<file path="src/rtl/bpu_pkg.sv">
package bpu_pkg;

  localparam int VADDR_W       = 39;
  localparam int GSHARE_BHT_W  = 8;
  localparam int BRTAG_W       = 4;
  localparam int RAS_ENTRY_SIZE = 8;

  typedef logic [VADDR_W-1:0]        vaddr_t;
  typedef logic [BRTAG_W-1:0]        brtag_t;
  typedef logic [(1<<BRTAG_W)-1:0]   brmask_t;  // one bit per in-flight branch
  typedef logic [1:0]                bim_t;     // 2 and 3 mean taken

  // resolved branch coming back from the branch unit
  typedef struct packed {
    logic                              taken;
    logic                              mispredict;
    logic                              is_call;
    logic                              is_ret;
    logic                              is_rvc;
    logic [$clog2(RAS_ENTRY_SIZE)-1:0] ras_index;
    bim_t                              bim_value;   // counter seen at predict time
    vaddr_t                            pc_vaddr;
    vaddr_t                            target_vaddr;
    vaddr_t                            ras_prev_vaddr;
    logic                              dead;
    brtag_t                            brtag;
    brmask_t                           br_mask;
    logic [GSHARE_BHT_W-1:0]           gshare_index;  // already hashed
  } br_upd_t;

  typedef struct packed {
    vaddr_t                  pc_vaddr;
    logic [GSHARE_BHT_W-1:0] gshare_index;
  } lookup_t;

  typedef struct packed {
    logic   taken;
    logic   btb_hit;
    vaddr_t target_vaddr;   // zero on a btb miss
    bim_t   bim_value;
  } pred_t;

endpackage

</file>
<file path="src/rtl/bpu_ram.sv">
`timescale 1ns/1ps

module bpu_ram #(
  parameter int  DEPTH   = 64,
  parameter type entry_t = logic [1:0]
) (
  input  logic                     clk,
  input  logic                     we,
  input  logic [$clog2(DEPTH)-1:0] waddr,
  input  entry_t                   wdata,
  input  logic [$clog2(DEPTH)-1:0] raddr,
  output entry_t                   rdata
);

  entry_t mem [DEPTH];

  always_ff @(posedge clk) begin
    if (we) begin
      mem[waddr] <= wdata;
    end
  end

  // same-address read in a write cycle sees old contents
  always_ff @(posedge clk) begin
    rdata <= mem[raddr];
  end

endmodule

</file>
<file path="src/rtl/btb_table.sv">
`timescale 1ns/1ps

module btb_table #(
  parameter int BTB_IDX_W = 6
) (
  input  logic              clk,
  input  logic              rst_n,
  input  logic              wr_valid,
  input  bpu_pkg::br_upd_t  wr_upd,
  input  bpu_pkg::vaddr_t   lkp_pc,
  output logic              rd_hit,
  output bpu_pkg::vaddr_t   rd_target
);

  import bpu_pkg::*;

  localparam int DEPTH = 2**BTB_IDX_W;
  localparam int TAG_W = VADDR_W - 1 - BTB_IDX_W;  // pc bit 0 never used

  typedef struct packed {
    logic [TAG_W-1:0] tag;
    vaddr_t           target;
  } btb_entry_t;

  logic [BTB_IDX_W-1:0] wr_idx;
  logic [BTB_IDX_W-1:0] lkp_idx;
  logic [TAG_W-1:0]     wr_tag;
  logic [TAG_W-1:0]     lkp_tag;
  logic [TAG_W-1:0]     lkp_tag_q;
  logic [DEPTH-1:0]     valid_q;
  logic                 rd_vld_q;
  logic                 wr_en;
  btb_entry_t           wr_entry;
  btb_entry_t           rd_entry;

  assign wr_idx  = wr_upd.pc_vaddr[BTB_IDX_W:1];
  assign wr_tag  = wr_upd.pc_vaddr[VADDR_W-1:BTB_IDX_W+1];
  assign lkp_idx = lkp_pc[BTB_IDX_W:1];
  assign lkp_tag = lkp_pc[VADDR_W-1:BTB_IDX_W+1];

  assign wr_en    = wr_valid & wr_upd.taken;  // not-taken leaves btb alone
  assign wr_entry = '{tag: wr_tag, target: wr_upd.target_vaddr};

  always_ff @(posedge clk) begin
    if (!rst_n) begin
      valid_q  <= '0;
      rd_vld_q <= 1'b0;
    end else begin
      if (wr_en) begin
        valid_q[wr_idx] <= 1'b1;
      end
      rd_vld_q <= valid_q[lkp_idx];  // old bit on collision like the ram
    end
  end

  always_ff @(posedge clk) begin
    lkp_tag_q <= lkp_tag;
  end

  bpu_ram #(.DEPTH(DEPTH), .entry_t(btb_entry_t)) ram_i (
    .clk(clk), .we(wr_en), .waddr(wr_idx), .wdata(wr_entry),
    .raddr(lkp_idx), .rdata(rd_entry)
  );

  assign rd_hit    = rd_vld_q & (rd_entry.tag == lkp_tag_q);
  assign rd_target = rd_entry.target;

endmodule

</file>
<file path="config.mk">
export PLATFORM = sky130hd
export DESIGN_NAME = btb_table
export DESIGN_NICKNAME = d
export VERILOG_FILES = /design/src/rtl/bpu_pkg.sv /design/src/rtl/bpu_ram.sv /design/src/rtl/btb_table.sv
export SDC_FILE = /design/constraint.sdc
export NUM_CORES = 2
export LEC_CHECK = 0
export ABC_AREA = 0
export BUFFER_PORTS_ARGS = -buffer_cell sky130_fd_sc_hd__buf_2
export CAP_MARGIN = 5
export CORE_MARGIN = 2
export CORE_UTILIZATION = 35
export CTS_BUF_LIST = sky130_fd_sc_hd__clkbuf_4
export CTS_CLUSTER_SIZE = 8
export DETAILED_ROUTE_END_ITERATION = 6
export GPL_TIMING_DRIVEN = 0
export PLACE_DENSITY = 0.51
export REMOVE_ABC_BUFFERS = 1
export SLEW_MARGIN = 40
export SYNTH_ARGS = -nofsm -noshare
export SYNTH_HDL_FRONTEND = slang
export SYNTH_MEMORY_MAX_BITS = 65536
export SYNTH_SLANG_ARGS = --single-unit
</file>
<file path="constraint.sdc">
create_clock -name clk -period 10.8 [get_ports clk]
set_input_delay 1.08 -clock clk [delete_from_list [all_inputs] [get_ports clk]]
set_output_delay 1.08 -clock clk [all_outputs]
set_load 0.01 [all_outputs]
</file>
==> results.json <==
{
  "status": "finished, final reports clean",
  "synth.most_common_cell": "edfxtp_1",
  "fin_nets": 9623,
  "drc": 0,
  "path_cells": "xnor2_1 -> nand4_1 -> nor4_4 -> nand4_1 -> nor4_1 -> buf_2",
  "reg2regPathDepth": 5,
  "final_layout_size_suffix_gt1_share_pct": 39.25,
  "clock-sinks": 4712,
  "hold_path_class": "in -> reg",
  "num_rows": 261,
  "p_total_mw": 37.44,
  "wl_per_cell_um": 29.78,
  "synth_edf_count": 4544,
  "firstDrtPassIters": 6,
  "min-delay-start": "wr_upd[109]",
  "synth_top_cell_area_share_pct": 76.97,
  "grt_overflow_total": 0,
  "yosys_warnings": 0,
  "drt_iter0_drc": 9067,
  "synthTopCellsByCount": "edfxtp_1, mux4_2, mux2i_1",
  "post-route-min-period_ns": 5.703,
  "dr_wl_met3_um": 34780,
  "startpoint": "ram_i.rdata[62]$_DFF_P_",
  "grt_first_pass_wirelength_um": 709700,
  "clock_latency_ns": 1.77,
  "r2r_slack_ns": 8.29,
  "min_period_over_period_pct": 52.80,
  "antenna_found_initial": 30,
  "cts_max_level": 7,
  "worst_pin_slew_ns": 0.8709,
  "first_global_vias": 95142,
  "drt-met1-wl_um": 202000,
  "hold_viol": 0,
  "cp_max_fo": 1,
  "synthDistinctLibCells": 37,
  "cpPeakStageDelay_ns": 0.71,
  "stdcell_count": 17045,
  "min_to": "ram_i.mem[43][36]$_DFFE_PP_",
  "die_area_um2": 512200,
  "yosysTopAreaCell": "edfxtp_1",
  "area_delta_synth_final_pct": 22.27,
  "die_height_um": 715.7,
  "cts_tree": "done",
  "synth-seq-area-share_pct": 78.87,
  "viasPerCell": 5.300,
  "p_per_area_nw_per_um2": 172.7,
  "setup_viol": 0,
  "highest_layer": "met5",
  "post_cts_resized": 0,
  "synth.area.top_cells": "edfxtp_1, mux4_2, dfxtp_1",
  "drtAntennaViolNets": 0,
  "dr_total_vias": 90344,
  "max_freq_mhz": 175.4,
  "ys_ff_latch": 4712,
  "place_inst": 14673,
  "hold_depth": 3,
  "arrival_ns": 4.62,
  "numCtsBuffers": 1307,
  "grt_max_degree": 87,
  "endpoint_kind": "output pin",
  "coreArea_um2": 504900,
  "required_ns": 9.72,
  "grt_usage_pct": 19.85,
  "max-slew-margin-rel_pct": 41.94,
  "syn_avg_cell_area_um2": 23.26,
  "synth_cells": 7621,
  "cts_setup_buffers": 0,
  "critical_path_class": "reg -> out",
  "ioPinCount": 238,
  "wirelength_um": 507600,
  "numPortBuffers": 158,
  "cts_root_buf": "clkbuf_4",
  "synth.cell_area_um2": 177300,
  "start_util_pct": 35.11,
  "met2WireLength_um": 256200,
  "crit_top_cell": "nand4_1",
  "startpoint_type": "flop",
  "hpwl_um": 339300,
  "clk_pin_slew_worst_paths_ns": 0.07,
  "r2r_end": "ram_i.rdata[15]$_DFF_P_",
  "n_fill_cell": 43753,
  "finalSetupTns_ns": 0,
  "slowest_stage": "dfxtp_1",
  "peakVddDrop_uv": 101.0,
  "rsz0062_at_grt": "false",
  "p_leak_nw": 70.24,
  "maxSlewViolCount": 0,
  "gp_congestion": 0.6796,
  "skew_ns": 0.1020,
  "synth_flop_cell": "edfxtp_1",
  "die_w_um": 715.7,
  "r2r-start": "ram_i.mem[60][15]$_DFFE_PP_",
  "maxCapViolCount": 0,
  "async_reset_ff_share_pct": 0,
  "cts_max_path_buffers": 5
}
==> layout by cell type, fill, tap and decap left out, drive strengths merged, types with 40 or more instances in the layout <==
master | Yosys | final
edfxtp | 4544 | 4544
clkbuf | 199 | 1900
mux4 | 1134 | 1134
buf | 275 | 823
mux2i | 304 | 304
clkinv | 0 | 259
dfxtp | 168 | 168
a221oi | 161 | 161
dlygate4sd3 | 0 | 146
o21ai | 144 | 144
a21oi | 123 | 123
nor2 | 72 | 72
o21a | 64 | 64
nand2b | 56 | 56
o211ai | 52 | 52
o22ai | 52 | 52
o221ai | 52 | 52
nand3 | 44 | 44
a22oi | 40 | 40
==> flip-flops by register name (all words and copies together), names as in the netlist <==
| signal | flops |
|---|---|
| lkp_tag_q | 32 |
| ram_i.mem | 4544 |
| valid_q | 64 |
| rd_vld_q | 1 |
| ram_i.rdata | 71 |
==> logic make-up (layout without fill, tap and decap cells) <==
family / Yosys count / in the layout / synth area share [%]
compound gates: 691 / 691 / 2.662
xor+xnor: 32 / 32 / 0.1581
buf+inv: 474 / 3155 / 1.317
flops: 4712 / 4712 / 78.87
mux: 1458 / 1458 / 16.25
other cells: 0 / 37 / 0
simple gates: 254 / 254 / 0.7446
==> critical path: cells and delay by family (launching register included) <==
kind / cells / cell delay (ns)
XOR/XNOR: 1 / 0.19
buffers and inverters: 1 / 0.19
flip-flops: 1 / 0.71
AND/OR/NAND/NOR: 4 / 1.72
==> metal layers <==
| layer | vias to the layer above | GRT usage (%) |
|---|---|---|
| met5 | - | 0 |
| met4 | 6 | 7.424 |
| met3 | 854 | 4.987 |
| met2 | 3872 | 33.14 |
| met1 | 48381 | 25.01 |
| li1 | 37231 | - |
==> layout make-up <==
cell class	count	area (um^2)	area share (%)
clock inverter	286	1398	0.6448
antenna	37	92.59	0.04272
timing repair buffer	969	17020	7.853
tap	6706	8391	3.871
multi-input combinational	2435	35770	16.50
sequential	4712	139800	64.50
clock buffer	1900	14260	6.581
==> per-stage QoR <==
step                hold slack (ns)  area (um^2)  utilization, %  setup WS (ns)
detailed placement           0.4504       199300           39.48          4.528
floorplan                    0.4354       174900               -          5.636
CTS                        0.001407       216400           42.87          4.465
finish                       0.1504       216800           42.93          5.097
global route               -0.03619       216700           42.93          4.842
global placement             0.4410       184100           36.47         -56.77
==> timing repair <==
item / in CTS / in global routing
setup endpoints to repair: 0 / 0
hold buffers: 145 / 1
endpoints found under the hold margin: 4701 / 1
==> where the power goes <==
part / total (mW) / switching, mW / internal [mW]
Combinational: 1.78 / 1.05 / 0.729
Sequential: 20.2 / 0.0466 / 20.1
Clock: 15.5 / 7.24 / 8.24
==> worst max path at each step <==
stage                                       endpoint  slack (ns)  cells past startpoint
final                                         rd_hit        5.10                      6
after global placement       ram_i.rdata[17]$_DFF_P_      -56.77                      6
after global routing                          rd_hit        4.84                      6
after floorplan           ram_i.mem[35][0]$_DFFE_PP_        5.64                      2
after detailed placement     ram_i.rdata[65]$_DFF_P_        4.53                     11
after CTS                                     rd_hit        4.46                      6
(Power assumes the default switching activity.)
