==> src/rtl/bpu_pkg.sv <==
package bpu_pkg;

  localparam int VADDR_W       = 39;
  localparam int GSHARE_BHT_W  = 8;
  localparam int BRTAG_W       = 4;
  localparam int RAS_ENTRY_SIZE = 8;

  typedef logic [VADDR_W-1:0]        vaddr_t;
  typedef logic [BRTAG_W-1:0]        brtag_t;
  typedef logic [(1<<BRTAG_W)-1:0]   brmask_t;  // one bit per in-flight branch
  typedef logic [1:0]                bim_t;     // 2 and 3 mean taken

  // resolved branch coming back from the branch unit
  typedef struct packed {
    logic                              taken;
    logic                              mispredict;
    logic                              is_call;
    logic                              is_ret;
    logic                              is_rvc;
    logic [$clog2(RAS_ENTRY_SIZE)-1:0] ras_index;
    bim_t                              bim_value;   // counter seen at predict time
    vaddr_t                            pc_vaddr;
    vaddr_t                            target_vaddr;
    vaddr_t                            ras_prev_vaddr;
    logic                              dead;
    brtag_t                            brtag;
    brmask_t                           br_mask;
    logic [GSHARE_BHT_W-1:0]           gshare_index;  // already hashed
  } br_upd_t;

  typedef struct packed {
    vaddr_t                  pc_vaddr;
    logic [GSHARE_BHT_W-1:0] gshare_index;
  } lookup_t;

  typedef struct packed {
    logic   taken;
    logic   btb_hit;
    vaddr_t target_vaddr;   // zero on a btb miss
    bim_t   bim_value;
  } pred_t;

endpackage

==> src/rtl/bpu_ram.sv <==
`timescale 1ns/1ps

module bpu_ram #(
  parameter int  DEPTH   = 64,
  parameter type entry_t = logic [1:0]
) (
  input  logic                     clk,
  input  logic                     we,
  input  logic [$clog2(DEPTH)-1:0] waddr,
  input  entry_t                   wdata,
  input  logic [$clog2(DEPTH)-1:0] raddr,
  output entry_t                   rdata
);

  entry_t mem [DEPTH];

  always_ff @(posedge clk) begin
    if (we) begin
      mem[waddr] <= wdata;
    end
  end

  // same-address read in a write cycle sees old contents
  always_ff @(posedge clk) begin
    rdata <= mem[raddr];
  end

endmodule

==> src/rtl/gshare_table.sv <==
`timescale 1ns/1ps

module gshare_table (
  input  logic                              clk,
  input  logic                              rst_n,
  input  logic                              wr_valid,
  input  bpu_pkg::br_upd_t                  wr_upd,
  input  logic                              lkp_valid,
  input  logic [bpu_pkg::GSHARE_BHT_W-1:0]  lkp_index,
  output logic                              rd_valid,
  output bpu_pkg::bim_t                     rd_bim
);

  import bpu_pkg::*;

  localparam int DEPTH = 2**GSHARE_BHT_W;

  logic                    sweeping;
  logic [GSHARE_BHT_W-1:0] sweep_idx;
  logic                    rd_sweep;
  bim_t                    next_bim;
  bim_t                    ram_wdata;
  bim_t                    ram_rdata;
  logic                    ram_we;
  logic [GSHARE_BHT_W-1:0] ram_waddr;

  always_comb begin
    if (wr_upd.taken) begin
      next_bim = (wr_upd.bim_value == 2'd3) ? 2'd3 : wr_upd.bim_value + 2'd1;
    end else begin
      next_bim = (wr_upd.bim_value == 2'd0) ? 2'd0 : wr_upd.bim_value - 2'd1;
    end
  end

  // sweep owns the write port until every counter is weakly not taken
  assign ram_we    = sweeping | wr_valid;
  assign ram_waddr = sweeping ? sweep_idx : wr_upd.gshare_index;
  assign ram_wdata = sweeping ? 2'd1 : next_bim;

  always_ff @(posedge clk) begin
    if (!rst_n) begin
      sweeping  <= 1'b1;
      sweep_idx <= '0;
      rd_valid  <= 1'b0;
      rd_sweep  <= 1'b0;
    end else begin
      if (sweeping) begin
        sweep_idx <= sweep_idx + 1'b1;
        sweeping  <= (sweep_idx != '1);
      end
      rd_valid <= lkp_valid;
      rd_sweep <= sweeping;
    end
  end

  bpu_ram #(.DEPTH(DEPTH), .entry_t(bim_t)) ram_i (
    .clk(clk), .we(ram_we), .waddr(ram_waddr), .wdata(ram_wdata),
    .raddr(lkp_index), .rdata(ram_rdata)
  );

  assign rd_bim = rd_sweep ? 2'd1 : ram_rdata;  // unswept entries read as 1

endmodule

==> config.mk <==
export PLATFORM = sky130hd
export DESIGN_NAME = gshare_table
export DESIGN_NICKNAME = d
export VERILOG_FILES = /design/src/rtl/bpu_pkg.sv /design/src/rtl/bpu_ram.sv /design/src/rtl/gshare_table.sv
export SDC_FILE = /design/constraint.sdc
export NUM_CORES = 1
export LEC_CHECK = 0
export BUFFER_PORTS_ARGS = -buffer_cell sky130_fd_sc_hd__buf_4
export CAP_MARGIN = 20
export CORE_UTILIZATION = 54
export CTS_BUF_LIST = sky130_fd_sc_hd__clkbuf_2 sky130_fd_sc_hd__clkbuf_4 sky130_fd_sc_hd__clkbuf_8
export CTS_CLUSTER_SIZE = 8
export DETAILED_ROUTE_END_ITERATION = 7
export GPL_TIMING_DRIVEN = 0
export PLACE_DENSITY = 0.73
export SYNTH_ARGS = -nofsm -noshare
export SYNTH_HDL_FRONTEND = slang
export SYNTH_SLANG_ARGS = --single-unit
==> constraint.sdc <==
create_clock -name clk -period 12.34 [get_ports clk]
set_input_delay 0.617 -clock clk [delete_from_list [all_inputs] [get_ports clk]]
set_output_delay 0.617 -clock clk [all_outputs]
set_load 0.02 [all_outputs]
==> results by group <==
Status
  • Status: completed

Die
  • Die area: 41,500 µm²
  • Die Wd: 204 µm
  • Initial Util: a little under three fifths
  • Chip Height: slightly above 200 µm
  • Row cnt: 73
  • Io pins: around 170
  • Core area: around 40,000 µm²

Finish
  • Area growth from synthesis to layout: 11.6%
  • Final #Nets: roughly 1,700
  • Share of post-route cells with drive strength above 1: around 17%
  • Final instance area: ~25,000 µm²
  • Finished Layout Cells: just over 2,000
  • Antenna Cells: 0

Clocking
  • Post-CTS sizing: 0
  • CTS Sinks: about 530
  • CTS H-tree depth: 3
  • Clock Path Buffers: 3
  • CTS Hold Buffers Added: 0
  • Latest clock arrival within the worst-skew pair: approximately 650 ps
  • Setup Fix Bufs, Post-CTS: 0
  • Number of CTS-inserted buffers: 83
  • Worst-path clk slew: around 60 ps
  • CTS tree: done
  • Root Buffer: clkbuf_8

Worst hold path
  • Hold Crit Endpoint: rd_valid
  • Min-delay src: lkp_valid
  • Hold Crit Depth: 2
  • Hold Path Class: primary input to register

Yosys
  • Most frequent cell after synthesis: edfxtp_1
  • Fraction of registers with async set/reset: 0%
  • Top cells by count, synth: 512 x edfxtp_1, 265 x nor2_1, 117 x mux2i_1, 59 x nand2_1, 56 x clkbuf_1
  • Synth Area in Adders: less than 1%
  • Syn Nets: 1,543
  • Multiplexer share of the synthesized area: 13.6%
  • Largest cells by area after synthesis: edfxtp_1 70%, mux2i_1 5.3%, mux4_2 5.3%
  • Synth Area per Inst: 16.0 µm²
  • Largest family of logic cells by synthesized area: multiplexers
  • Synthesized flop and latch total: roughly 530
  • Area leader, netlist: edfxtp_1
  • Netlist cell types: 46
  • Synth warn: 0
  • Number of synthesized flops with an enable pin: slightly above 500
  • Synth Area in XOR/XNOR: less than 1%
  • Post-synth top area share: a little over two thirds
  • Synth Area in Simple Gates: 7.59%
  • Cell Area, Synth: ~22,000 µm²
  • Area fraction in compound gates after synthesis: approximately 4.7%
  • Gate Count Post-Synth: 1,374
  • Post-synth top flop: edfxtp_1
  • Sequential-to-total area share from yosys stat: around 70%

Route
  • Via/cell ratio: ~6.5
  • Routed vias: between 10,000 and 15,000
  • Initial drt markers: ~1,900
  • Post-Route WL: between 50,000 and 60,000 µm
  • Final antenna-violating net count: 0
  • WL/cell: about 28 µm
  • DRC: 0
  • Drt pass-1 iters: 6

Global routing
  • Largest net degree at the start of global routing: 97
  • Initial antenna violation count: 0
  • Number of global-route vias before repair: around 13,000
  • Total track usage: about 29%
  • Overflow after GRT: 0
  • First-pass GRT wire length: 85,300 µm

Power and ir drop
  • Worst VDD drop: 91.9 µV
  • Lkg Pwr: 7.87 nW
  • P per Cell Area: 143 nW/µm²

Worst setup path
  • Slowest-stage cell, CP: o22ai_1
  • Worst Path Buf+Inv: 2
  • Crit path top cell by count: clkbuf_1
  • Critical path class: register to register
  • Startpoint type of the worst setup path: register
  • Worst r2r src: sweeping
  • R2r worst-path depth: 6
  • CP endpoint kind: register
  • CP delay by family, top: simple AND/OR/NAND/NOR gates
  • Slowest stage delay, CP: 620 ps
  • Critical path data arrival time: 3730 ps
  • Critical path fanouts, max: 10
  • Cell Chain, Critical Path: clkbuf_1 > nand2_1 > o22ai_1 > nand3_1 > clkbuf_1 > nor2_1
  • R2R Setup Slk: 8930 ps
  • CP Data Required Time: about 13,000 ps
  • Worst R2R End: ram_i.mem[241][1]

Run
  • Max-cap viol count: 0

Timing
  • Setup violations, final: 0
  • Minimum clock period: between 3000 and 4000 ps
  • Setup TNS: 0 ps
  • Relative slew margins: 23.8%
  • Number of hold violations in the final report: 0
  • Fin crit share: approximately 28%
  • Clock Skews: between 20 and 25 ps
  • Fin. max-slew vios: 0
  • Highest clock rate: between 0.2 and 0.3 GHz
  • Unrepaired setup endpoints after global routing: no
  • Tightest Pin Transition: 1140 ps

Placed design
  • Port Buf Inserts: 22
  • DP Wirelength: around 40,000 µm
  • Cells after DPL: slightly below 2,000
  • RePlAce Congestion: around 0.95
  • Area after DPL: ~23,000 µm²
## per-layer routing
| metal | global-route usage [%] | routed length, µm | vias up |
|---|---|---|---|
| li1 | - | - | 5601 |
| met1 | 38.3 | 21400 | 6692 |
| met2 | 44.2 | 26900 | 985 |
| met3 | 7.08 | 7080 | 177 |
| met4 | 16.0 | 3250 | 0 |
| met5 | 0 | 0 | - |
## state kept, by name, indices dropped and copies added, names as in the netlist
name,cells
ram_i.mem,512
sweep_idx,8
ram_i.rdata,2
rd_sweep,1
rd_valid,1
sweeping,1
## metrics by stage
| stage | utilization (%) | hold WS, ps | power, mW | setup slack, ps |
|---|---|---|---|---|
| floorplan | - | 506 | 2.08 | 3210 |
| CTS | 61.5 | 178 | 3.50 | 8980 |
| finish | 61.5 | 190 | 3.50 | 8930 |
| detailed placement | 57.7 | 555 | 2.15 | 8720 |
| global route | 61.5 | 207 | 3.58 | 8800 |
| global placement | 57.1 | 541 | 2.15 | -3780 |
## cells by family after synthesis
group / count (synthesis)
AO/OA/AOI/OAI: 136
XOR/XNOR: 5
adder cells (fa/ha/maj): 2
buffers and inverters: 106
flip-flops: 525
multiplexers: 199
AND/OR/NAND/NOR: 401
## worst max-delay path by stage
stage                                   end  cells after the start          from
after floorplan             ram_i.mem[0][1]                      3      sweeping
after global placement     ram_i.mem[93][1]                      3   wr_upd[147]
after detailed placement     ram_i.rdata[1]                     10  lkp_index[3]
after CTS                 ram_i.mem[240][0]                      5      sweeping
after global routing      ram_i.mem[241][0]                      6      sweeping
final                     ram_i.mem[241][1]                      6      sweeping
## cell type report
cell class                      count  area [µm²]
Clock inverter                     18        77.6
Multi-Input combinational cell    743        5760
Buffer                             92         556
Tap cell                          525         657
Sequential cell                   525       15600
Inverter                           14        52.6
Clock buffer                      118        1420
Fill cell                        2925       15400
Timing Repair Buffer               32         395
## layout by cell type, fill, tap and decap left out, types with 4 or more instances in the layout
| cell | count |
|---|---|
| dfxtp_1 | 13 |
| xnor2_1 | 5 |
| nand3_1 | 22 |
| a221oi_1 | 12 |
| buf_2 | 10 |
| nor2_1 | 265 |
| nand2b_1 | 10 |
| inv_1 | 13 |
| mux2_2 | 10 |
| o21ai_1 | 4 |
| o221ai_1 | 40 |
| a21oi_1 | 16 |
| a31oi_1 | 4 |
| o21ai_0 | 9 |
| a22oi_1 | 6 |
| mux4_2 | 52 |
| o32ai_1 | 12 |
| mux2i_1 | 117 |
| nor2b_1 | 6 |
| buf_4 | 25 |
| buf_1 | 4 |
| clkinv_1 | 15 |
| a211oi_1 | 6 |
| nand2_1 | 59 |
| and2_1 | 17 |
| nor4_1 | 8 |
| edfxtp_1 | 512 |
| nor3_1 | 4 |
| clkbuf_1 | 56 |
| buf_12 | 6 |
| clkbuf_8 | 85 |
| buf_16 | 6 |
| clkbuf_4 | 33 |
| buf_6 | 14 |
| a32oi_1 | 4 |
| mux4_1 | 20 |
| o22ai_1 | 14 |
## report_power, final
group	total, mW	internal, mW	switching [mW]
Sequential	1.93	1.93	0.00199
Combinational	0.188	0.0679	0.120
Clock	1.38	0.730	0.649
Total	3.50	2.73	0.771
(Power assumes the default switching activity.)
