## src/rtl/bpu_pkg.sv

```systemverilog
package bpu_pkg;

  localparam int VADDR_W       = 39;
  localparam int GSHARE_BHT_W  = 8;
  localparam int BRTAG_W       = 4;
  localparam int RAS_ENTRY_SIZE = 8;

  typedef logic [VADDR_W-1:0]        vaddr_t;
  typedef logic [BRTAG_W-1:0]        brtag_t;
  typedef logic [(1<<BRTAG_W)-1:0]   brmask_t;  // one bit per in-flight branch
  typedef logic [1:0]                bim_t;     // 2 and 3 mean taken

  // resolved branch coming back from the branch unit
  typedef struct packed {
    logic                              taken;
    logic                              mispredict;
    logic                              is_call;
    logic                              is_ret;
    logic                              is_rvc;
    logic [$clog2(RAS_ENTRY_SIZE)-1:0] ras_index;
    bim_t                              bim_value;   // counter seen at predict time
    vaddr_t                            pc_vaddr;
    vaddr_t                            target_vaddr;
    vaddr_t                            ras_prev_vaddr;
    logic                              dead;
    brtag_t                            brtag;
    brmask_t                           br_mask;
    logic [GSHARE_BHT_W-1:0]           gshare_index;  // already hashed
  } br_upd_t;

  typedef struct packed {
    vaddr_t                  pc_vaddr;
    logic [GSHARE_BHT_W-1:0] gshare_index;
  } lookup_t;

  typedef struct packed {
    logic   taken;
    logic   btb_hit;
    vaddr_t target_vaddr;   // zero on a btb miss
    bim_t   bim_value;
  } pred_t;

endpackage

```

## src/rtl/pred_merge.sv

```systemverilog
`timescale 1ns/1ps

module pred_merge (
  input  logic             clk,
  input  logic             rst_n,
  input  logic             rd_valid,
  input  bpu_pkg::bim_t    rd_bim,
  input  logic             rd_hit,
  input  bpu_pkg::vaddr_t  rd_target,
  output logic             pred_valid,
  output bpu_pkg::pred_t   pred
);

  logic out_en;  // opens one edge after reset releases

  always_ff @(posedge clk) begin
    if (!rst_n) begin
      out_en <= 1'b0;
    end else begin
      out_en <= 1'b1;
    end
  end

  assign pred_valid = rd_valid & out_en;

  always_comb begin
    pred.taken        = rd_hit & rd_bim[1];  // need a target to redirect
    pred.btb_hit      = rd_hit;
    pred.target_vaddr = rd_hit ? rd_target : '0;
    pred.bim_value    = rd_bim;
  end

endmodule

```

## config.mk

```make
export PLATFORM = sky130hd
export DESIGN_NAME = pred_merge
export DESIGN_NICKNAME = d
export VERILOG_FILES = /design/src/rtl/bpu_pkg.sv /design/src/rtl/pred_merge.sv
export SDC_FILE = /design/constraint.sdc
export NUM_CORES = 1
export LEC_CHECK = 0
export BUFFER_PORTS_ARGS = -buffer_cell sky130_fd_sc_hd__buf_2
export CAP_MARGIN = 10
export CORE_MARGIN = 2
export CORE_UTILIZATION = 23
export CTS_BUF_LIST = sky130_fd_sc_hd__clkbuf_4 sky130_fd_sc_hd__clkbuf_8
export DETAILED_ROUTE_END_ITERATION = 12
export PLACE_DENSITY = 0.86
export SYNTH_ARGS = -nofsm -noshare
export SYNTH_HDL_FRONTEND = slang
export SYNTH_SLANG_ARGS = --single-unit
```

## constraint.sdc

```tcl
create_clock -name clk -period 0.8 [get_ports clk]
set_input_delay 0 -clock clk [delete_from_list [all_inputs] [get_ports clk]]
set_output_delay 0 -clock clk [all_outputs]
set_load 0.03 [all_outputs]
```

==> results by group, run 1 <==
Synthesis
  – Top_reg_cell synth: dfxtp_1
  – Post-synthesis mux area share: 0%
  – Compound-Gate Fraction of Synth Area: 0%
  – Number of synthesized register bits: 1
  – Post-Synthesis Cells: 49
  – Yosys warns: 0
  – XOR/XNOR share of the synthesized area: 0%
  – Mapped Area: 355 µm²
  – Synth cell types: 5
  – Post-synthesis simple-gate area fraction: 82.4%
  – Ys async rst share: 0%
  – Post-synth top area cell: and2_2
  – Number of synthesized flops with an enable pin: 0
  – Syn Area/Cell: 7.25 µm²
  – Syn nets: 94
  – Most frequent cell after synthesis: and2_2
  – Sequential area share after synthesis: 5.63%
  – Largest cells by area after synthesis: and2_2, and2_1, buf_4
  – Top cells by count, synth: and2_2, and2_1, clkbuf_2
  – Largest family of logic cells by synthesized area: simple AND/OR/NAND/NOR gates
  – Post-synth top area share: between 60% and 70%
  – Synth Area in Adders: 0%

Final layout
  – Fillers: between 150 and 200
  – Reg with most FFs: out_en
  – Top flop regs: out_en (1)
  – Design area: 803 µm²
  – Syn-to-layout area delta: 126%
  – Fin nets: 177
  – Share of post-route cells with drive strength above 1: 90.0%
  – N_diodes: 0
  – Max reg flops: 1

GRT
  – Largest net degree at the start of global routing: 22
  – Vias in the first global route: 550
  – First-pass GRT wire length: 2190 µm
  – Total global routing overflow: 0
  – GR Util All Layers: 14.1%
  – Initial antenna violation count: 0

Status
  – Status: finished clean

Worst hold path
  – Worst hold start: rd_bim[0]
  – Hold path depth: 0
  – WHS Endpoint: pred[0]
  – Tightest Hold Check Type: in2out

STA
  – PnR worst setup slack: about 0.19 ns
  – Rel. slew slack: between 80 and 90%
  – Endpoints failing setup: 0
  – RSZ-0062 raised after global routing: no
  – Crit share post-route: 76.5%
  – Setup_tns: 0 ns
  – Final count of pins violating max slew: 0
  – Worst Tran Pin Value: around 0.17 ns
  – Max frequency: 1.63 GHz
  – Final hold vios: 0
  – Final min period: 0.612 ns

Power
  – Share of total power in the clock network: 0%
  – Lkg Pwr: 0.000529 µW
  – Total power: around 630 µW
  – Power Density: 779 nW/µm²
  – Switching fraction of total power: 54.1%
  – Worst IR Drop VDD: 0.486 mV
  – Reported net switching power: approximately 340 µW
  – Seq pwr share: under 10%
  – Int Power: between 200 and 300 µW
  – Part of the power in combinational logic: roughly nine tenths

Floorplan
  – Die X: around 43 µm
  – Row Count: 14
  – Starting Density: 24.1%
  – I/O pin count: 89
  – Core ar.: around 1500 µm²
  – Chip Height: 43.3 µm
  – Die area: around 1900 µm²

Setup path
  – Data required, critical path: 0.80 ns
  – Crit-path max FO: 21
  – Crit path kind: in2out
  – Worst EP arrival: 0.61 ns
  – Startpoint types: input pin
  – Critical Path Sink Type: output pin

Flow run
  – Max Cap Violations: 0

Clock tree
  – Post-cts resize count: 0
  – Hold-fix buffers, CTS: 0
  – Setup bufs post-CTS: 0

Routing
  – Routed WL: roughly 1500 µm
  – Iteration-0 DRC Markers: 1
  – Post-DR vias/cell: 4.18
  – Via count: 610
  – Antenna viol nets, final: 0
  – First-pass detailed-route iteration total: 4
  – DRC violations left: 0
  – Drt wl/cell: 10.2 µm

Placed design
  – Port Buffer Count: 86
  – Gpl congestion: 0.712
  – Placed instance area: 803 µm²
  – Pre-CTS setup slack: 0.181 ns
-- kinds of logic (layout without fill, tap and decap cells) --
logic type    count (synthesis)  after routing
buf+inv                       7             88
flops                         1              1
simple gates                 41             41
-- through the flow --
step	utilization (%)	hold WS, ns	std cells
2_1_floorplan	-	0.0277	49
3_3_place_gp	54.6	0.000505	146
3_5_place_dp	54.6	0.000505	146
4_1_cts	54.6	0.000505	146
5_1_grt	54.6	0.000131	146
6_report	54.6	0.000252	146
-- cell type report --
class                   instances  area [µm²]  area share (%)
well taps                      16        20.0            2.49
repair buffers                 88         470            58.6
multi-input cells              41         293            36.4
flip-flops and latches          1        20.0            2.49
-- power groups by stage --
| stage | sequential (µW) | clock, µW | combinational [µW] |
|---|---|---|---|
| final | 54.1 | 0 | 571 |
| after global routing | 54.6 | 0 | 609 |
| after CTS | 54.1 | 0 | 578 |
| after detailed placement | 54.0 | 0 | 577 |
| after global placement | 54.1 | 0 | 569 |
| after floorplan | 53.9 | 0 | 369 |
-- critical path, cell delays in order --
cell and delay [ns]:
buf_2 0.13, buf_12 0.14, and2_2 0.16, buf_2 0.17
-- worst max path at each step --
| stage | cells past startpoint | startpoint | to |
|---|---|---|---|
| 2_1_floorplan | 1 | out_en$_DFF_P_ | pred_valid |
| 3_3_place_gp | 4 | rd_hit | pred[36] |
| 3_5_place_dp | 4 | rd_hit | pred[28] |
| 4_1_cts | 4 | rd_hit | pred[9] |
| 5_1_grt | 4 | rd_hit | pred[14] |
| 6_report | 4 | rd_hit | pred[19] |
-- layer usage --
metal / track usage, % / wire length [µm] / share of wire, %
met1: 15.7 / 493 / 33
met2: 28.1 / 770 / 52
met3: 2.55 / 213 / 14
met4: 1.21 / 13 / 0.87
met5: 0 / 0 / 0
-- placed cells by master (no fill, tap or decap) --
cell type	n
buf_2	86
and2_2	29
and2_1	12
buf_12	2
dfxtp_1	1
(Power assumes the default switching activity.)
==> run 2, diff against run 1 <==
Settings changed: CORE_UTILIZATION 23 to 22, PLACE_DENSITY 0.86 to 0.83.
==> results by group, run 2 (same netlist as run 1, synthesis figures left out) <==
Setup path
  – Crit path kind: in2out
  – WP depth: 4 (unchanged)
  – Data required, critical path: 0.80 ns (about the same)
  – Slowest cell on the critical path: and2_2
  – CP peak stage delay: 0.17 ns (about the same)
  – Worst EP arrival: 0.61 ns (about the same)
  – Crit-path cells: buf_2 > buf_12 > and2_2 > buf_2
  – Crit-path max FO: 31 (+48%)
  – Buf+Inv Stages, Crit Path: 3 (unchanged)
  – CP delay by family, top: buffers and inverters
  – Startpoint types: input pin
  – CP dominant cell by count: buf_2
  – Critical Path Sink Type: output pin

Routing
  – Post-DR vias/cell: 4.01 (-3.9%)
  – Drt wl/cell: 9.69 µm (-5.0%)
  – Via count: 586 (-3.9%)
  – DRC violations left: 0 (unchanged)
  – First-pass detailed-route iteration total: 2 (-2)
  – Iteration-0 DRC Markers: 1 (unchanged)
  – Antenna viol nets, final: 0 (unchanged)
  – Routed WL: 1420 µm (-5.0%)

Clock tree
  – Post-cts resize count: 0 (unchanged)
  – Setup bufs post-CTS: 0 (unchanged)
  – Hold-fix buffers, CTS: 0 (unchanged)

Floorplan
  – Core ar.: 1510 µm² (+2.4%)
  – Die X: 44.2 µm (+2.0%)
  – Die area: 1950 µm² (+4.1%)
  – Row Count: 14 (unchanged)
  – I/O pin count: 89 (unchanged)
  – Chip Height: 44.2 µm (+2.0%)
  – Starting Density: 23.6% (-0.56 points)

Final layout
  – Most frequent cells in the layout: buf_2, and2_2, and2_1
  – Fin nets: 177 (unchanged)
  – Top flop regs: out_en (1)
  – Commonest non-fill, non-tap cell in the layout: buf_2
  – Core Util, Final: 52.5% (-2.1 points)
  – Final cell count without fillers: 146 (unchanged)
  – Fillers: 143 (-6.5%)
  – N_diodes: 0 (unchanged)
  – Reg with most FFs: out_en
  – Syn-to-layout area delta: 123%
  – Max reg flops: 1 (unchanged)
  – Share of post-route cells with drive strength above 1: 90.0% (unchanged)

GRT
  – Total global routing overflow: 0 (unchanged)
  – Initial antenna violation count: 0 (unchanged)
  – GR Util All Layers: 13.0% (-1.1 points)
  – Vias in the first global route: 479 (-13%)
  – First-pass GRT wire length: 2040 µm (-7.0%)
  – Largest net degree at the start of global routing: 32 (+45%)

Power
  – Worst IR Drop VDD: 0.477 mV (-1.8%)
  – Lkg Pwr: 0.000525 µW (-0.87%)
  – Power Density: 778 nW/µm² (about the same)

STA
  – Worst Tran Pin Value: 0.161 ns (-0.00409 ns)
  – Max frequency: 1.63 GHz (-0.28%)
  – Setup_tns: 0 ns (unchanged)
  – Final count of pins violating max slew: 0 (unchanged)
  – Crit share post-route: 76.7% (+0.21 points)
  – Final hold vios: 0 (unchanged)
  – Rel. slew slack: 89.3% (+0.27 points)
  – RSZ-0062 raised after global routing: no
  – Endpoints failing setup: 0 (unchanged)
  – Final min period: 0.613 ns (+0.00170 ns)

Placed design
  – Gpl congestion: 0.717 (+0.69%)
  – Placed Cells: 146 (unchanged)
  – Half-perimeter wire length after placement: 1320 µm
  – Port Buffer Count: 86 (unchanged)

Worst hold path
  – Tightest Hold Check Type: in2out
  – Worst hold start: rd_bim[0]
  – Hold path depth: 0 (unchanged)
  – WHS Endpoint: pred[0]

Status
  – Status: finished clean

Flow run
  – Max Cap Violations: 0 (unchanged)
-- run 2: worst max-delay path by stage --
stage | start | to | slack [ns]
global route | rd_hit | pred[31] | 0.17
global placement | rd_hit | pred[9] | 0.20
floorplan | out_en$_DFF_P_ | pred_valid | 0.24
CTS | rd_hit | pred[10] | 0.19
detailed placement | rd_hit | pred[10] | 0.19
finish | rd_hit | pred[9] | 0.19
-- run 2: area by class of cell --
type / instances / area, µm² / area share (%)
Timing Repair Buffer: 88 / 458 / 57.9
Multi-Input combinational cell: 41 / 293 / 37.0
Sequential cell: 1 / 20.0 / 2.53
Tap cell: 16 / 20.0 / 2.53
-- run 2: power by group --
group          internal, µW  switching [µW]
Sequential             53.6           0.391
Clock                     0               0
Combinational           227             334
Total                   281             335
-- run 2: per-stage QoR --
stage | power [µW] | hold slack, ns | worst slack [ns] | cell area (µm²)
final | 615 | 0.0000132 | 0.187 | 791
after CTS | 621 | 0.000354 | 0.188 | 791
after detailed placement | 620 | 0.000354 | 0.188 | 791
after floorplan | 423 | 0.0277 | 0.240 | 355
after global routing | 655 | 0.0000434 | 0.172 | 791
after global placement | 614 | 0.000354 | 0.202 | 791
-- run 2: per-layer routing --
| layer | vias up | GRT usage, % | part of all wire (%) |
|---|---|---|---|
| li1 | 303 | - | - |
| met1 | 239 | 14.9 | 33 |
| met2 | 44 | 26.5 | 52 |
| met3 | 0 | 1.63 | 14 |
| met4 | 0 | 0 | 0 |
| met5 | - | 0 | 0 |
