File: src/rtl/bpu_pkg.sv
package bpu_pkg;

  localparam int VADDR_W       = 39;
  localparam int GSHARE_BHT_W  = 8;
  localparam int BRTAG_W       = 4;
  localparam int RAS_ENTRY_SIZE = 8;

  typedef logic [VADDR_W-1:0]        vaddr_t;
  typedef logic [BRTAG_W-1:0]        brtag_t;
  typedef logic [(1<<BRTAG_W)-1:0]   brmask_t;  // one bit per in-flight branch
  typedef logic [1:0]                bim_t;     // 2 and 3 mean taken

  // resolved branch coming back from the branch unit
  typedef struct packed {
    logic                              taken;
    logic                              mispredict;
    logic                              is_call;
    logic                              is_ret;
    logic                              is_rvc;
    logic [$clog2(RAS_ENTRY_SIZE)-1:0] ras_index;
    bim_t                              bim_value;   // counter seen at predict time
    vaddr_t                            pc_vaddr;
    vaddr_t                            target_vaddr;
    vaddr_t                            ras_prev_vaddr;
    logic                              dead;
    brtag_t                            brtag;
    brmask_t                           br_mask;
    logic [GSHARE_BHT_W-1:0]           gshare_index;  // already hashed
  } br_upd_t;

  typedef struct packed {
    vaddr_t                  pc_vaddr;
    logic [GSHARE_BHT_W-1:0] gshare_index;
  } lookup_t;

  typedef struct packed {
    logic   taken;
    logic   btb_hit;
    vaddr_t target_vaddr;   // zero on a btb miss
    bim_t   bim_value;
  } pred_t;

endpackage

File: src/rtl/br_upd_filter.sv
`timescale 1ns/1ps

module br_upd_filter (
  input  logic              clk,
  input  logic              rst_n,
  input  logic              upd_valid,
  input  bpu_pkg::br_upd_t  upd,
  input  logic              flush_valid,
  input  bpu_pkg::brtag_t   flush_brtag,
  output logic              wr_valid,
  output bpu_pkg::br_upd_t  wr_upd
);

  logic dead_kill;
  logic flush_kill;
  logic keep;

  assign dead_kill  = upd.dead;
  assign flush_kill = flush_valid & upd.br_mask[flush_brtag];  // killed by same-cycle flush
  assign keep       = upd_valid & ~dead_kill & ~flush_kill;

  always_ff @(posedge clk) begin
    if (!rst_n) begin
      wr_valid <= 1'b0;
    end else begin
      wr_valid <= keep;
    end
  end

  always_ff @(posedge clk) begin
    if (keep) begin
      wr_upd <= upd;  // payload only
    end
  end

endmodule

File: config.mk
export PLATFORM = sky130hd
export DESIGN_NAME = br_upd_filter
export DESIGN_NICKNAME = d
export VERILOG_FILES = /design/src/rtl/bpu_pkg.sv /design/src/rtl/br_upd_filter.sv
export SDC_FILE = /design/constraint.sdc
export NUM_CORES = 1
export LEC_CHECK = 0
export ABC_AREA = 1
export BUFFER_PORTS_ARGS = -buffer_cell sky130_fd_sc_hd__buf_2
export CAP_MARGIN = 25
export CORE_ASPECT_RATIO = 0.5
export CORE_MARGIN = 8
export CORE_UTILIZATION = 38
export DETAILED_ROUTE_END_ITERATION = 7
export GPL_TIMING_DRIVEN = 1
export PLACE_DENSITY_LB_ADDON = 0.3
export SLEW_MARGIN = 20
export SYNTH_ARGS = -nofsm -noshare
export SYNTH_HDL_FRONTEND = slang
export SYNTH_SLANG_ARGS = --single-unit
File: constraint.sdc
create_clock -name clk -period 5.05 [get_ports clk]
set_input_delay 1.01 -clock clk [delete_from_list [all_inputs] [get_ports clk]]
set_output_delay 1.01 -clock clk [all_outputs]
set_load 0.01 [all_outputs]
==> impl_summary.txt, run 1 <==
----------------------------------------------------
[Timing]
  Final critical-path required period ... roughly 2.6 ns
  Final Cycle Share ... a little over half
  Measured slew at the worst slew-check pin ... between 0.9 and 1 ns
  F_max ... 378 MHz
  Final setup viols ... 0
  Headroom to the max-slew limit ... 35.7%
  Final hold viol count ... 0
  Final worst-path setup slack ... roughly 2.4 ns
  RSZ-0062 raised after global routing ... no
  Final count of pins violating max slew ... 0
  Post-Route Setup TNS ... 0 ns

[Floorplanning]
  I/O pin count ... about 320
  Row count ... 29
  Die area ... around 17000 µm²
  Floorplan Core Area ... ~13000 µm²
  Initial core utilization ... between 30 and 40%
  DIE HEIGHT ... 96.8 µm
  Die width ... between 150 and 200 µm

[Min path]
  Class of the most critical hold timing path ... in -> reg

[Detailed routing]
  Wire length reported by the detailed router ... about 14 mm
  Number of detailed-routing iterations run before antenna repair ... 4
  1st-iter DRT viols ... between 100 and 150
  Number of vias per cell ... about 4.3
  Antenna Nets Post-Route ... 0
  DRC violations left ... 0
  Wire length per cell ... between 15 and 20 µm
  Via count of the routed design ... between 3000 and 4000

[CTS]
  Register clock-pin slew on the reported worst setup and hold paths ... around 0.070 ns
  Buffer count from post-CTS setup fixing ... 0
  Inserted Clock Buffers ... 17
  Hold buffer count at CTS ... 0
  Clock sinks ... around 160
  CTS H-tree depth ... 4
  CTS root buffer ... clkbuf_16
  Maximum number of buffers from clock root to sink ... 2
  Clock tree from TritonCTS ... yes
  Cells resized by post-CTS repair ... 0

[Place]
  Weighted congestion reported at the end of routability-driven placement ... between 0.8 and 0.9
  Final HPWL DP ... roughly 11 mm
  Cell Count Post-Placement ... 705
  DP Worst Slack ... 2.11 ns
  Count of input and output buffers ... 320

[Layout]
  Post-layout instance count excluding filler cells ... 736
  Fraction of layout cells with a size suffix above 1 ... between 60% and 70%
  Synthesis-to-layout area growth ... 48.5%
  Post-layout net count ... about 700
  Area taken by multi-input logic gates ... 171 µm²
  Fillcell total ... between 1000 and 1500
  Antenna diode instance count ... 0
  Area taken by flip-flops and latches ... between 4000 and 5000 µm²

[Worst setup path]
  Kind of critical path ... in -> reg
  CP endpoint kind ... register
  Maximum net fanout on the critical path ... 153
  Category of the worst setup path launch point ... input pin
  Data arrival time of the critical path ... approximately 2.7 ns
  Required time of the worst setup path ... between 5 and 6 ns

[Power]
  Worst IR Drop VDD ... 0.000217 V
  Cell leakage power ... about 0.0032 µW
  Pwr Total ... 3070 µW
  P per Cell Area ... ~420 nW/µm²

[Outcome]
  Status ... complete, no violations

[GRT]
  Vias in the first global route ... approximately 3500
  Pin count of the biggest net entering global routing ... 154
  Total grt overflow ... 0
  Global router's overall resource usage ... 16.0%
  Initial antenna violation count ... 0
  Global-route wire length before repair ... a little over 20 mm

[Synth]
  Area share of the largest cell type after synthesis ... between 90 and 100%
  Dominant synthesized flop cell ... edfxtp_1
  Number of synthesized flops with an enable pin ... approximately 160
  Distinct cell type count of the synthesized netlist ... 11
  Average cell area after synthesis ... approximately 23 µm²
  Total of flip-flops plus latches after synthesis ... 157
  Warnings from Yosys ... 0
  Number of nets produced by synthesis ... ~380
  Most numerous cell in the Yosys netlist ... edfxtp_1
  Instance count of the mapped netlist ... between 200 and 250
  Post-synthesis cell type with the largest combined area ... edfxtp_1
  Most numerous cell types in the synthesized netlist ... 156 x edfxtp_1, 22 x nand2_1, 18 x inv_1, 10 x nand3_1, 3 x nand2_2
  Netlist area before placement ... just under 5000 µm²
  Fraction of synthesis flops using an asynchronous set or reset pin ... 0%
  Sequential-to-total area share from yosys stat ... between 90% and 100%
  Most area-consuming cells after synthesis ... edfxtp_1 94%, nand2_1 1.7%, inv_1 1.4%

[Flow run]
  Number of maximum-capacitance constraint violations ... 0

----------------------------------------------------
## cell families after synthesis
kind of cell	after synthesis	synth area share, %
flip-flops	157	94.7
AND/OR/NAND/NOR	38	3.45
buffers and inverters	20	1.81
## critical path, stage by stage
cell and delay [ns]:
buf_2 0.22, nand2_1 0.10, nand3_1 0.09, nand3_1 0.08, nand2_1 0.08, nand2_1 0.06
nand3_2 0.07, nand2_2 0.07, clkinvlp_4 0.12, buf_12 0.46
## power by group
group / internal [µW] / switching (µW)
clock network: 735 / 520
registers: 1540 / 21.9
logic: 109 / 148
total: 2380 / 690
## final cells by class
cell class                      count  share of cell area, %
Inverter                           19                   1.12
Clock inverter                     14                   2.14
Multi-Input combinational cell     38                   2.32
Timing Repair Buffer              321                   22.0
Sequential cell                   157                   63.8
Tap cell                          170                   2.88
Clock buffer                       17                   5.77
## flip-flops by register name, summed over array words and instances (netlist names)
signal,cells
wr_upd,156
wr_valid,1
## path summary, 6_finish.rpt
kind,startpoint,endpoint,slack (ns),cells after the start
worst max-delay path,flush_brtag[0],wr_upd[76],2.40,10
worst min-delay path,upd[0],wr_upd[0],0.78,1
## cell usage in the layout (no fill, tap or decap), drive strengths merged
master    instances
buf             321
bufinv            2
clkbuf           17
clkinvlp          7
dfxtp             1
edfxtp          156
inv              24
nand2            25
nand3            11
nor2              2
## metrics by stage
step	hold WS [ns]	cell area [µm²]	util [%]
after global placement	1.19	6790	53.5
after floorplan	1.11	4970	-
after CTS	0.759	7380	58.1
final	0.779	7380	58.1
after detailed placement	1.19	6790	53.5
after global routing	0.753	7380	58.1
## per-layer routing
metal | part of all wire [%] | vias to the layer above | GRT usage [%]
met5 | 0 | - | 0
met4 | 1.0 | 0 | 4.90
met3 | 6.0 | 10 | 4.00
met2 | 56 | 124 | 30.7
met1 | 37 | 1552 | 17.0
li1 | - | 1487 | -
Power figures use the tool's default switching activity.
==> run 2: changes to the inputs <==
--- a/config.mk
+++ b/config.mk
@@ -5,7 +5,7 @@
 export SDC_FILE = /design/constraint.sdc
 export NUM_CORES = 1
 export LEC_CHECK = 0
-export ABC_AREA = 1
+export ABC_AREA = 0
 export BUFFER_PORTS_ARGS = -buffer_cell sky130_fd_sc_hd__buf_2
 export CAP_MARGIN = 25
 export CORE_ASPECT_RATIO = 0.5
==> constraint.sdc (replaced) <==
create_clock -name clk -period 2.6 [get_ports clk]
set_input_delay 0.52 -clock clk [delete_from_list [all_inputs] [get_ports clk]]
set_output_delay 0.52 -clock clk [all_outputs]
set_load 0.01 [all_outputs]
==> run 2 against run 1 <==
Against the previous run: combinational power grew 110%; critical endpoint is now wr_upd[19]; clock-buffer cell count is the same; largest power group unchanged; via count shrank 3.6%.
==> impl_summary.txt, run 2 <==
----------------------------------------------------
[Outcome]
  Status ... complete, no violations

[Layout]
  Final cell utilization of the core ... 59.4% (+1.3 points)
  Flip-flop count of the largest register, all copies and words added ... 156 (unchanged)
  Post-layout instance count excluding filler cells ... 710 (-3.5%)
  Most used cells in the layout excluding fill and tap cells ... 320 x buf_2, 156 x edfxtp_1, 17 x clkbuf_16
  Post-layout net count ... 692 (-3.6%)
  Area taken by flip-flops and latches ... 4700 µm² (unchanged)
  Fillcell total ... 1014 (-2.1%)
  Fraction of layout cells with a size suffix above 1 ... 69.3% (+5.8 points)
  Synthesis-to-layout area growth ... 53.2%
  Area taken by multi-input logic gates ... 194 µm² (+13%)
  Largest reg by FF count ... wr_upd
  Leading cell type in the layout, fill and taps excluded ... buf_2
  Antenna diode instance count ... 0 (unchanged)
  Largest registers ... wr_upd: 156 flops, wr_valid: 1 flops
  Post-layout instance area ... 7500 µm² (+1.7%)

[Floorplanning]
  Die width ... 177 µm (-0.63%)
  Initial core utilization ... 38.8% (-0.32 points)
  Die area ... 17000 µm² (-1.2%)
  Floorplan Core Area ... 12600 µm² (-0.57%)
  DIE HEIGHT ... 96.3 µm (-0.58%)
  Row count ... 29 (unchanged)
  I/O pin count ... 321 (unchanged)

[Timing]
  Final critical-path required period ... between 2 and 2.5 ns
  RSZ-0062 raised after global routing ... no
  Post-Route Setup TNS ... 0 ns (unchanged)
  F_max ... 484 MHz
  Headroom to the max-slew limit ... 63.7% (+28 points)
  Min Hold Slack ... 0.292 ns (-0.487 ns)
  Final count of pins violating max slew ... 0 (unchanged)
  Final Cycle Share ... approximately four fifths
  Measured slew at the worst slew-check pin ... 0.544 ns (-0.421 ns)
  Final hold viol count ... 0 (unchanged)
  Final setup viols ... 0 (unchanged)

[GRT]
  Pin count of the biggest net entering global routing ... 25 (-84%)
  Initial antenna violation count ... 0 (unchanged)
  Vias in the first global route ... 3373 (-2.8%)
  Global router's overall resource usage ... 15.5% (-0.50 points)
  Total grt overflow ... 0 (unchanged)
  Global-route wire length before repair ... 19.6 mm (-5.2%)

[Worst setup path]
  Required time of the worst setup path ... 2.70 ns (-2.36 ns)
  Category of the worst setup path launch point ... input pin
  Maximum net fanout on the critical path ... 24 (-84%)
  Kind of critical path ... in -> reg
  CP endpoint kind ... register
  Data arrival time of the critical path ... 2.17 ns (-0.49 ns)

[Synth]
  Dominant synthesized flop cell ... edfxtp_1
  Warnings from Yosys ... 0 (unchanged)
  Sequential-to-total area share from yosys stat ... 96.1% (+1.3 points)
  Most numerous cell types in the synthesized netlist ... 156 x edfxtp_1, 2 x inv_1, 2 x mux4_2, 2 x nand2b_1, 2 x nor2b_1
  Instance count of the mapped netlist ... 177 (-18%)
  Total of flip-flops plus latches after synthesis ... 157 (unchanged)
  Most numerous cell in the Yosys netlist ... edfxtp_1
  Number of nets produced by synthesis ... 341 (-10%)
  Post-synthesis cell type with the largest combined area ... edfxtp_1
  Distinct cell type count of the synthesized netlist ... 18 (+7)
  Number of synthesized flops with an enable pin ... 156 (unchanged)
  Netlist area before placement ... 4900 µm² (-1.4%)
  Average cell area after synthesis ... 27.7 µm² (+20%)
  Fraction of synthesis flops using an asynchronous set or reset pin ... 0% (unchanged)
  Most area-consuming cells after synthesis ... edfxtp_1 96%, mux4_2 0.92%, dfxtp_1 0.41%
  Area share of the largest cell type after synthesis ... 95.7% (+1.3 points)

[CTS]
  Buffer count from post-CTS setup fixing ... 0 (unchanged)
  CTS H-tree depth ... 4 (unchanged)
  Inserted Clock Buffers ... 17 (unchanged)
  Clock tree from TritonCTS ... yes
  Hold buffer count at CTS ... 0 (unchanged)
  Cells resized by post-CTS repair ... 0 (unchanged)
  Register clock-pin slew on the reported worst setup and hold paths ... 0.07 ns (about the same)
  Maximum number of buffers from clock root to sink ... 2 (unchanged)
  CTS root buffer ... clkbuf_16
  Clock sinks ... 157 (unchanged)

[Place]
  Final HPWL DP ... 11.5 mm (+3.1%)
  Weighted congestion reported at the end of routability-driven placement ... 0.725 (-12%)
  Count of input and output buffers ... 320 (unchanged)
  Cell Count Post-Placement ... 679 (-3.7%)
  Placed standard-cell area ... 6920 µm² (+1.8%)

[Detailed routing]
  Routed wl met2 ... 8.19 mm (+1.4%)
  Via count of the routed design ... 3060 (-3.6%)
  Wire length reported by the detailed router ... 14.0 mm (-2.1%)
  Max layer used ... met4
  1st-iter DRT viols ... 131 (-3.0%)
  Antenna Nets Post-Route ... 0 (unchanged)
  DRC violations left ... 0 (unchanged)
  Number of vias per cell ... 4.31 (about the same)
  Number of detailed-routing iterations run before antenna repair ... 4 (unchanged)
  Wire length on met1 ... 4.84 mm (-7.8%)
  Routed wl met3 ... 899 µm (+4.1%)
  Wire length per cell ... 19.8 µm (+1.5%)

[Flow run]
  Number of maximum-capacitance constraint violations ... 0 (unchanged)

[Min path]
  Class of the most critical hold timing path ... in -> reg

[Power]
  Worst IR Drop VDD ... 0.000382 V (+76%)
  Cell leakage power ... 0.00314 µW (-1.2%)
  P per Cell Area ... 803 nW/µm² (+93%)

----------------------------------------------------
[run 2: cell types whose count changed in the layout (fill, tap and decap cells not counted), sizes merged, moves of 3 or more]
cell     delta
a2111oi     +3
buf        +12
inv        -16
nand2      -25
nand3      -11
[run 2: per-stage QoR]
stage	worst slack, ns	power [µW]
2_1_floorplan	-1.56	3280
3_3_place_gp	0.120	3650
3_5_place_dp	0.110	3670
4_1_cts	0.532	6100
5_1_grt	0.437	6250
6_report	0.535	6020
[run 2: cell type report]
cell class / count / area share (%)
flip-flops and latches: 157 / 62.7
repair buffers: 333 / 24.0
clock buffers: 17 / 5.67
well taps: 170 / 2.84
multi-input cells: 17 / 2.59
clock inverters: 14 / 2.12
inverters: 2 / 0.100
[run 2: report_power, final]
group | leakage (µW) | switching, µW | total, µW | internal [µW]
logic | 0.00141 | 299 | 552 | 253
registers | 0.00146 | 46.9 | 3050 | 3000
clock network | 0.000270 | 992 | 2420 | 1430
total | 0.00314 | 1340 | 6020 | 4680
[run 2: worst max-delay path: stages]
cell and delay [ns]:
buf_2 0.19, mux4_2 0.53, nor2b_1 0.15, o311ai_2 0.14, nor2_4 0.20, buf_12 0.21
buf_4 0.22
[run 2: cells by family after synthesis]
| kind of cell | after synthesis | share of synthesized area (%) |
|---|---|---|
| muxes | 3 | 1.15 |
| AOI/OAI and AO/OA | 6 | 1.18 |
| DFF | 157 | 96.1 |
| buffers and inverters | 3 | 0.383 |
| and+or+nand+nor | 8 | 1.23 |
[run 2: metal layers]
layer	GRT usage, %	vias to the layer above
li1	-	1432
met1	16.5	1503
met2	29.8	117
met3	4.58	8
met4	4.86	0
met5	0	-
[run 2: path summary, 6_finish.rpt]
kind / depth (start not counted) / slack, ns / from / to
max: 7 / 0.53 / flush_brtag[0] / wr_upd[19]
min: 1 / 0.29 / upd[147] / wr_upd[147]
